## config.mk

```make
export PLATFORM = sky130hd
export DESIGN_NAME = muldiv_unit
export DESIGN_NICKNAME = d
export VERILOG_FILES = /design/src/rv32m_types_pkg.sv /design/src/muldiv_cfg_pkg.sv /design/src/div_core_seq.sv /design/src/fu_div_rem.sv /design/src/fu_mul.sv /design/src/muldiv_unit.sv
export SDC_FILE = /design/constraint.sdc
export NUM_CORES = 2
export LEC_CHECK = 0
export BUFFER_PORTS_ARGS = -buffer_cell sky130_fd_sc_hd__buf_2
export CAP_MARGIN = 40
export CORE_MARGIN = 3
export CORE_UTILIZATION = 44
export CTS_CLUSTER_SIZE = 20
export DETAILED_ROUTE_END_ITERATION = 16
export SETUP_SLACK_MARGIN = 0.15
export SLEW_MARGIN = 30
export SYNTH_ARGS = -nofsm -noshare
export SYNTH_HDL_FRONTEND = slang
export SYNTH_SLANG_ARGS = --single-unit
export TNS_END_PERCENT = 10
```

## constraint.sdc

```tcl
create_clock -name clk -period 10.65 [get_ports clk]
set_clock_uncertainty 0.2 [all_clocks]
set_input_delay 0.5325 -clock clk [delete_from_list [all_inputs] [get_ports clk]]
set_output_delay 0.5325 -clock clk [all_outputs]
set_load 0.05 [all_outputs]
```

## src/rv32m_types_pkg.sv

```systemverilog
package rv32m_types_pkg;

    typedef logic [31:0] word_t;

    // Major opcodes of RV32I. The M extension lives in the register-register group.
    typedef enum logic [6:0] {
        op_b_lui   = 7'b0110111,
        op_b_auipc = 7'b0010111,
        op_b_jal   = 7'b1101111,
        op_b_jalr  = 7'b1100111,
        op_b_br    = 7'b1100011,
        op_b_load  = 7'b0000011,
        op_b_store = 7'b0100011,
        op_b_imm   = 7'b0010011,
        op_b_reg   = 7'b0110011
    } opcode_t;

    // Bit 2 separates the divide group from the multiply group.
    typedef enum logic [2:0] {
        mult_div_f3_mul    = 3'b000,
        mult_div_f3_mulh   = 3'b001,
        mult_div_f3_mulhsu = 3'b010,
        mult_div_f3_mulhu  = 3'b011,
        mult_div_f3_div    = 3'b100,
        mult_div_f3_divu   = 3'b101,
        mult_div_f3_rem    = 3'b110,
        mult_div_f3_remu   = 3'b111
    } muldiv_f3_t;

    typedef struct packed {
        opcode_t    opcode;
        logic [2:0] funct3;
        logic [6:0] funct7;
    } decode_info_t;

    localparam logic [6:0] funct7_muldiv = 7'b0000001;

endpackage : rv32m_types_pkg

```

## src/muldiv_cfg_pkg.sv

```systemverilog
package muldiv_cfg_pkg;

    // The physical register file of the core has 64 entries.
    localparam int unsigned phys_reg_bits = 6;

    typedef logic [phys_reg_bits-1:0] phys_reg_t;

    // One iteration per bit of the sign-extended 33-bit dividend.
    localparam int unsigned div_steps = 33;

    localparam int unsigned div_cnt_bits = $clog2(div_steps + 1);

    typedef logic [div_cnt_bits-1:0] div_cnt_t;

    typedef struct packed {
        phys_reg_t              tag;
        rv32m_types_pkg::word_t value;
    } result_t;

endpackage : muldiv_cfg_pkg

```

## src/div_core_seq.sv

```systemverilog
module div_core_seq (
    input  logic        clk,
    input  logic        rst,
    input  logic        start,
    input  logic [32:0] a,
    input  logic [32:0] b,
    output logic        complete,
    output logic [32:0] quotient,
    output logic [32:0] remainder
);

    logic [32:0] a_mag;
    logic [32:0] b_mag;

    logic [32:0] quo_q;      // Dividend shifts out of the top while quotient bits enter below.
    logic [32:0] rem_q;
    logic [32:0] dvs_q;
    logic        neg_quo_q;
    logic        neg_rem_q;

    muldiv_cfg_pkg::div_cnt_t cnt_q;

    logic [33:0] shifted;
    logic [34:0] trial;

    assign a_mag = a[32] ? (~a + 33'd1) : a;
    assign b_mag = b[32] ? (~b + 33'd1) : b;

    assign shifted = {rem_q, quo_q[32]};
    assign trial   = {1'b0, shifted} - {2'b00, dvs_q};

    always_ff @(posedge clk) begin
        if (rst) begin
            cnt_q    <= '0;
            complete <= 1'b0;
        end else if (start) begin
            cnt_q    <= muldiv_cfg_pkg::div_cnt_t'(muldiv_cfg_pkg::div_steps);
            complete <= 1'b0;
        end else if (cnt_q != '0) begin
            cnt_q <= cnt_q - 1'b1;
            if (cnt_q == muldiv_cfg_pkg::div_cnt_t'(1)) begin
                complete <= 1'b1;  // Held until the next start.
            end
        end
    end

    always_ff @(posedge clk) begin
        if (start) begin
            quo_q     <= a_mag;
            rem_q     <= '0;
            dvs_q     <= b_mag;
            neg_quo_q <= a[32] ^ b[32];
            neg_rem_q <= a[32];
        end else if (cnt_q != '0) begin
            if (trial[34]) begin
                rem_q <= shifted[32:0];  // Borrow, so the partial remainder is restored.
                quo_q <= {quo_q[31:0], 1'b0};
            end else begin
                rem_q <= trial[32:0];
                quo_q <= {quo_q[31:0], 1'b1};
            end
        end
    end

    // The quotient is negative when the signs differ; the remainder follows the dividend.
    always_comb begin
        quotient  = neg_quo_q ? (~quo_q + 33'd1) : quo_q;
        remainder = neg_rem_q ? (~rem_q + 33'd1) : rem_q;
    end

endmodule : div_core_seq

```

## src/fu_div_rem.sv

```systemverilog
module fu_div_rem (
    input  logic                        clk,
    input  logic                        rst,
    input  logic                        start,
    input  rv32m_types_pkg::muldiv_f3_t funct3,
    input  rv32m_types_pkg::word_t      rs1_v,
    input  rv32m_types_pkg::word_t      rs2_v,
    output rv32m_types_pkg::word_t      rd_v,
    output logic                        valid
);

    rv32m_types_pkg::muldiv_f3_t f3_q;
    rv32m_types_pkg::word_t      dividend_q;
    logic                        div_zero_q;

    logic        is_signed;
    logic [32:0] core_a;
    logic [32:0] core_b;
    logic        complete;
    logic        complete_q;
    logic [32:0] quotient;
    logic [32:0] remainder;

    assign is_signed = (funct3 == rv32m_types_pkg::mult_div_f3_div) ||
                       (funct3 == rv32m_types_pkg::mult_div_f3_rem);

    assign core_a = is_signed ? {rs1_v[31], rs1_v} : {1'b0, rs1_v};
    assign core_b = is_signed ? {rs2_v[31], rs2_v} : {1'b0, rs2_v};

    always_ff @(posedge clk) begin
        if (start) begin
            f3_q       <= funct3;
            dividend_q <= rs1_v;
            div_zero_q <= (rs2_v == '0);
        end
    end

    div_core_seq div_core0 (
        .clk       (clk),
        .rst       (rst),
        .start     (start),
        .a         (core_a),
        .b         (core_b),
        .complete  (complete),
        .quotient  (quotient),
        .remainder (remainder)
    );

    always_ff @(posedge clk) begin
        if (rst) begin
            complete_q <= 1'b0;
        end else begin
            complete_q <= complete;
        end
    end

    assign valid = complete & ~complete_q;  // One pulse on the rising edge of complete.

    always_comb begin
        unique case (f3_q)
            rv32m_types_pkg::mult_div_f3_div,
            rv32m_types_pkg::mult_div_f3_divu: begin
                rd_v = div_zero_q ? '1 : quotient[31:0];
            end
            rv32m_types_pkg::mult_div_f3_rem,
            rv32m_types_pkg::mult_div_f3_remu: begin
                rd_v = div_zero_q ? dividend_q : remainder[31:0];
            end
            default: begin
                rd_v = '0;
            end
        endcase
    end

endmodule : fu_div_rem

```

## src/fu_mul.sv

```systemverilog
module fu_mul (
    input  logic                        clk,
    input  logic                        rst,
    input  logic                        start,
    input  rv32m_types_pkg::muldiv_f3_t funct3,
    input  rv32m_types_pkg::word_t      rs1_v,
    input  rv32m_types_pkg::word_t      rs2_v,
    input  muldiv_cfg_pkg::phys_reg_t   tag,
    output logic                        valid,
    output muldiv_cfg_pkg::result_t     result
);

    logic a_signed;
    logic b_signed;

    logic signed [32:0]        op_a_s1;
    logic signed [32:0]        op_b_s1;
    logic                      hi_s1;
    muldiv_cfg_pkg::phys_reg_t tag_s1;
    logic                      valid_s1;

    logic signed [65:0]        prod_s2;
    logic                      hi_s2;
    muldiv_cfg_pkg::phys_reg_t tag_s2;
    logic                      valid_s2;

    assign a_signed = (funct3 == rv32m_types_pkg::mult_div_f3_mulh) ||
                      (funct3 == rv32m_types_pkg::mult_div_f3_mulhsu);
    assign b_signed = (funct3 == rv32m_types_pkg::mult_div_f3_mulh);

    always_ff @(posedge clk) begin
        if (rst) begin
            valid_s1 <= 1'b0;
            valid_s2 <= 1'b0;
        end else begin
            valid_s1 <= start;
            valid_s2 <= valid_s1;
        end
    end

    always_ff @(posedge clk) begin
        op_a_s1 <= {a_signed & rs1_v[31], rs1_v};
        op_b_s1 <= {b_signed & rs2_v[31], rs2_v};
        hi_s1   <= (funct3 != rv32m_types_pkg::mult_div_f3_mul);
        tag_s1  <= tag;
    end

    // The low word of MUL does not depend on the extension of the operands.
    always_ff @(posedge clk) begin
        prod_s2 <= op_a_s1 * op_b_s1;
        hi_s2   <= hi_s1;
        tag_s2  <= tag_s1;
    end

    always_comb begin
        result.tag   = tag_s2;
        result.value = hi_s2 ? prod_s2[63:32] : prod_s2[31:0];
    end

    assign valid = valid_s2;

endmodule : fu_mul

```

## src/muldiv_unit.sv

```systemverilog
module muldiv_unit (
    input  logic                          clk,
    input  logic                          rst,
    input  logic                          issue,
    input  rv32m_types_pkg::decode_info_t decode_info,
    input  rv32m_types_pkg::word_t        rs1_v,
    input  rv32m_types_pkg::word_t        rs2_v,
    input  muldiv_cfg_pkg::phys_reg_t     rd_tag,
    output logic                          div_busy,
    output logic                          wb_valid,
    output muldiv_cfg_pkg::result_t       wb
);

    rv32m_types_pkg::muldiv_f3_t f3;

    logic is_m;
    logic mul_start;
    logic div_start;

    logic                    mul_valid;
    muldiv_cfg_pkg::result_t mul_result;
    logic                    div_valid;
    rv32m_types_pkg::word_t  div_rd_v;

    muldiv_cfg_pkg::phys_reg_t div_tag_q;
    logic                      div_busy_q;
    logic                      park_valid_q;
    rv32m_types_pkg::word_t    park_value_q;
    logic                      div_leaves;

    assign f3 = rv32m_types_pkg::muldiv_f3_t'(decode_info.funct3);

    assign is_m = issue &&
                  (decode_info.opcode == rv32m_types_pkg::op_b_reg) &&
                  (decode_info.funct7 == rv32m_types_pkg::funct7_muldiv);

    assign mul_start = is_m & ~decode_info.funct3[2];
    assign div_start = is_m & decode_info.funct3[2];

    fu_mul mul0 (
        .clk    (clk),
        .rst    (rst),
        .start  (mul_start),
        .funct3 (f3),
        .rs1_v  (rs1_v),
        .rs2_v  (rs2_v),
        .tag    (rd_tag),
        .valid  (mul_valid),
        .result (mul_result)
    );

    fu_div_rem div0 (
        .clk    (clk),
        .rst    (rst),
        .start  (div_start),
        .funct3 (f3),
        .rs1_v  (rs1_v),
        .rs2_v  (rs2_v),
        .rd_v   (div_rd_v),
        .valid  (div_valid)
    );

    always_ff @(posedge clk) begin
        if (div_start) begin
            div_tag_q <= rd_tag;
        end
        if (div_valid && mul_valid) begin
            park_value_q <= div_rd_v;  // Multiply owns the port this cycle.
        end
    end

    assign div_leaves = ~mul_valid & (park_valid_q | div_valid);

    always_ff @(posedge clk) begin
        if (rst) begin
            park_valid_q <= 1'b0;
            div_busy_q   <= 1'b0;
        end else begin
            if (div_valid && mul_valid) begin
                park_valid_q <= 1'b1;
            end else if (park_valid_q && !mul_valid) begin
                park_valid_q <= 1'b0;
            end
            if (div_start) begin
                div_busy_q <= 1'b1;
            end else if (div_leaves) begin
                div_busy_q <= 1'b0;
            end
        end
    end

    assign div_busy = div_busy_q;

    always_comb begin
        wb_valid = 1'b1;
        wb       = '0;
        if (mul_valid) begin
            wb = mul_result;
        end else if (park_valid_q) begin
            wb.tag   = div_tag_q;
            wb.value = park_value_q;
        end else if (div_valid) begin
            wb.tag   = div_tag_q;
            wb.value = div_rd_v;
        end else begin
            wb_valid = 1'b0;
        end
    end

endmodule : muldiv_unit

```

Word level (Yosys, flattened, before mapping)
Cells that the tools add are included.
{"block": "classes", "addsub": 6, "multipliers": 1, "n_eq_ne": 11, "muxes": 26, "n_bitwise": 15, "reduce_logical": 17}
{"operator": "$mux 33", "n": 6}
{"operator": "$mux 32", "n": 6}
{"operator": "$mux 38", "n": 3}
{"operator": "$add 33x1->33 const B", "n": 2}
{"operator": "$not 33->33", "n": 2}
{"operator": "$add 32x1->32 const B", "n": 2}
{"operator": "$mul 33x33->64", "n": 1}
{"operator": "$not 32->32", "n": 2}
{"operator": "$pmux 32 s2", "n": 1}
{"operator": "$sub 34x33->35", "n": 1}
{"operator": "$logic_not 32->1", "n": 1}
{"operator": "$eq 3x3->1 const B", "n": 6}
{"operator": "$mux 6", "n": 2}
{"operator": "$mux 1", "n": 8}
{"operator": "$eq 7x1->1 const B", "n": 1}
{"operator": "$eq 7x6->1 const B", "n": 1}
{"operator": "$and 1x1->1", "n": 6}
{"operator": "$eq 6x1->1 const B", "n": 1}
{"operator": "$reduce_bool 2->1", "n": 3}
{"operator": "$reduce_bool 6->1", "n": 1}
{"operator": "$reduce_or 2->1", "n": 3}
{"operator": "$sub 6x1->6 const B", "n": 1}
{"operator": "$logic_and 1x1->1", "n": 4}
{"operator": "$eq 3x1->1 const B", "n": 1}
{"operator": "other kinds (8)", "n": 11}
{"block": "totals", "regBits": 331, "input_bits": 90}

Longest topological paths before layout
{"block": "depth", "word_depth": 8, "mapped_depth": 29}

Cells and area by module
From an unflattened synthesis, not the netlist that was laid out.
{"block": "hier_totals", "hier_cells": 5692, "area_unflattened_um2": 54141.9}
{"module": "fu_mul", "instances": 1, "cells_per_inst": 4309, "area_each_um2": 41572.4, "seq_area_each_um2": 2922.8}
{"module": "div_core_seq", "instances": 1, "cells_per_inst": 1033, "area_each_um2": 8604.5, "seq_area_each_um2": 2842.7}
{"module": "muldiv_unit", "instances": 1, "cells_per_inst": 188, "area_each_um2": 2048.2, "seq_area_each_um2": 1181.1}
{"module": "fu_div_rem", "instances": 1, "cells_per_inst": 162, "area_each_um2": 1916.8, "seq_area_each_um2": 1071.0}

Worst setup path before layout
Ideal clock, no wire load.
{"block": "synth_path", "path_kind": "register -> register", "startpoint": "register mul0.op_a_s1[32]", "endpoint": "register mul0.prod_s2[60]", "setup_ns": 0.072, "arrival_ns": 7.586, "slack_ns": 2.791, "path_stages_with_launch": 27, "synth_period_minus_slack_ns": 7.859, "path_cell_list": "dfxtp_1 clkbuf_1 nand2_1 inv_1 fa_1 inv_1 fa_1 inv_1 fa_1 inv_1 fa_1 fa_1 fa_1 fa_1 fa_1 inv_1 ha_1 and3_1 and2_1 a221oi_1 nor2_1 a211oi_1 o31ai_1 a211o_1 and2_1 a311oi_1 xnor2_1"}
{"block": "synth_via", "elab_chain_cells": 1}
{"element": "start, declared", "line_no": "fu_mul.sv:16", "source": "logic signed [32:0] op_a_s1;"}
{"element": "start signal, assigned", "line_no": "fu_mul.sv:42", "source": "op_a_s1 <= {a_signed & rs1_v[31], rs1_v};"}
{"element": "$mul 33x33->64", "line_no": "fu_mul.sv:50", "source": "prod_s2 <= op_a_s1 * op_b_s1;"}
{"element": "end signal, assigned", "line_no": "fu_mul.sv:50"}
{"element": "end, declared", "line_no": "fu_mul.sv:22", "source": "logic signed [65:0] prod_s2;"}
No other way between the ends.
A chain may end at the register's enable or synchronous reset.

Final worst setup path
{"block": "layout_path", "startpoint": "register mul0.op_a_s1[20]", "endpoint": "register mul0.prod_s2[62]"}
Same word-level chain as after synthesis.

==> results.toml <==
[sta]
fin_tns_setup_ps = 0
layout_min_cycle_time_ps = 8755
rsz0062_at_grt = "false"
fin_crit_sh_pct = 82.21
relSlewSlack_pct = 32.75
max_freq_ghz = 0.1142
setup_viol = 0
hold_viol_final = 0
drv_slew = 0
worstMarginPinSlew_ps = 980.8

[synth]
yosys_warnings = 0
synth_common_cells = "inv_1, fa_1, nand2_1"
synth-seq-cells = 330
async_flop_share_pct = 0
synthXorXnorAreaFrac_pct = 3.637
synth_top_cell_by_area = "fa_1"
seq_area_frac_synth_pct = 14.93
synth_mux_area_share_pct = 0.8994
synth_area_leaders = "fa_1, inv_1, edfxtp_1"
synth.most_common_cell = "inv_1"
synth-adder-area-share_pct = 47.85
synth_edf_count = 141
synth_top_area_share_pct = 41.98
synth_top_family_by_area = "adder cells"
synth_cell_types = 78
yosys.area_share.simple_pct = 14.95
synth_compound_area_share_pct = 7.386
ys.flop_type = "dfxtp_1"
synth_area_um2 = 53700
synth_nets = 7154
synth.avg_cell_area_um2 = 9.444
synthCells = 5686

[cells_and_area]
synthToLayoutAreaGrowth_pct = 8.141
seq_area_um2 = 8033
finalNetCount = 7192
fin_area_um2 = 58070
fillers = 11470
multi_input_area_um2 = 40140
drive_gt1_share_pct = 5.787

[global_route]
antenna_found_initial = 10
grt.busiest_layer = "met2"
gr-usage-met3_pct = 3.388
gr-usage-met2_pct = 41.64
grt_overflow = 0
track_usage_pct = 25.88
grt_max_degree = 86
grt_pass1_vias = 41760
grt_first_pass_wirelength_um = 250700
met1_usage_pct = 36.95

[placement]
dp_hpwl_um = 127100
dpl_cell_area_um2 = 56050
gp_congestion = 0.9216
io_buffers = 129

[worst_setup_path]
cp-end-kind = "flop"
worstPathArrival_ps = 8990
r2r_start = "mul0.op_a_s1[20]$_DFF_P_"
required_ps = 10890
critPathKind = "reg2reg"
crit_fanout = 26
slowest_stage = "dfxtp_1"
crit_path_frequent_cell = "fa_1"
startpoint = "mul0.op_a_s1[20]$_DFF_P_"
crit_path_start_kind = "flop"
crit_family = "adder cells"
critPathBufInv = 6
critical-path-max-stage-delay_ps = 750

[clock_tree]
cts_sinks = 330
path_clk_slew_ps = 60
cts_tree = "done"
postCtsSetupRepairBufs = 0
htree_levels = 2
clkLatencyLatePin_ps = 570
cts_root_buffer = "clkbuf_16"
cts_made_buffers = 39
clk_path_buf_depth = 3

[floorplanning]
initial_core_util_pct = 44.58
die_area_um2 = 126300
fp-row-count = 127
die_w_um = 355.3
top_level_ports = 130
coreArea_um2 = 120400
die_h_um = 355.3

[route]
routed_wl_um = 160400
antenna_left = 0
vias = 39570
routed_via_density = 5.369
drc = 0
wl_per_cell_um = 21.77
drtIter0Drc = 3334
drt_first_pass_iters = 6

[flow_run]
cap_violations = 0

[hold_path]
hp-class = "in2reg"
hold_start = "rs2_v[2]"

[run_status]
status = "complete, no violations"
placed cells by master (no fill, tap or decap), types with 21 or more instances in the layout:
cell type / Yosys / layout
a21o_1: 50 / 50
dlygate4sd3_1: 0 / 61
nand2_1: 685 / 685
a211oi_1: 28 / 28
a221oi_1: 31 / 31
fa_1: 1126 / 1126
a21oi_1: 172 / 172
o21ai_0: 161 / 161
o31ai_1: 30 / 30
nor3_1: 54 / 54
nand3_1: 25 / 25
inv_1: 1185 / 1184
xor2_1: 87 / 87
edfxtp_1: 141 / 141
clkbuf_16: 0 / 39
buf_4: 0 / 81
mux2i_1: 46 / 46
buf_2: 4 / 129
nor2b_1: 46 / 45
and3_1: 21 / 21
dfxtp_1: 189 / 177
ha_1: 252 / 252
and2_1: 534 / 534
xnor2_1: 136 / 136
nand2b_1: 24 / 24
nor2_1: 133 / 133
metrics by stage:
step	util [%]	hold WS [ps]	setup slack, ps	std cells
CTS	48.12	0.2798	1901	7361
global route	48.21	1.518	1388	7367
finish	48.21	20.82	1895	7370
floorplan	-	109.6	2791	5686
global placement	46.40	110.6	1791	7218
detailed placement	46.54	115.4	1911	7229
area by class of cell:
cell class | count | area share [%]
multi-input combinational | 3881 | 69.13
sequential | 330 | 13.83
inverter | 1186 | 7.668
timing repair buffer | 286 | 3.646
tap | 1612 | 3.473
clock buffer | 50 | 1.838
clock inverter | 21 | 0.3964
antenna | 4 | 0.01724
registers in the layout, summed over array words and instances (netlist names), 32 cells and up:
register              count
mul0.op_b_s1             33
mul0.op_a_s1             33
div0.div_core0.dvs_q     33
div0.div_core0.rem_q     33
park_value_q             32
mul0.prod_s2             64
div0.dividend_q          32
div0.div_core0.quo_q     33
what timing repair did:
item	in CTS	in global routing
endpoints found under the hold margin	68	0
gates resized for setup	0	0
hold buffers	61	0
routing by layer:
metal  share of wire, %  up-vias  routed length (um)
li1                   -    17370                   -
met1                 44    20400               70210
met2                 46     1564               73910
met3                7.4      244               11830
met4                2.8        2                4455
met5             0.0081        -                  13
kinds of logic after synthesis:
family	Yosys count
compound gates	620
flops	330
other cells	1
simple gates	1611
fa+ha+maj	1378
buf+inv	1475
xor+xnor	223
mux	48
worst paths after layout:
path | end | slack [ps] | cells past startpoint
worst max-delay path | mul0.prod_s2[62]$_DFF_P_ | 1900 | 26
worst min-delay path | mul0.op_b_s1[2]$_DFF_P_ | 20 | 1
worst max register to register | mul0.prod_s2[62]$_DFF_P_ | 1900 | 26
worst min register to register | mul0.tag_s2[3]$_DFF_P_ | 130 | 0
Power is not shown: default switching activity piles up to over one toggle a cycle in this logic, so the estimate is an artifact.
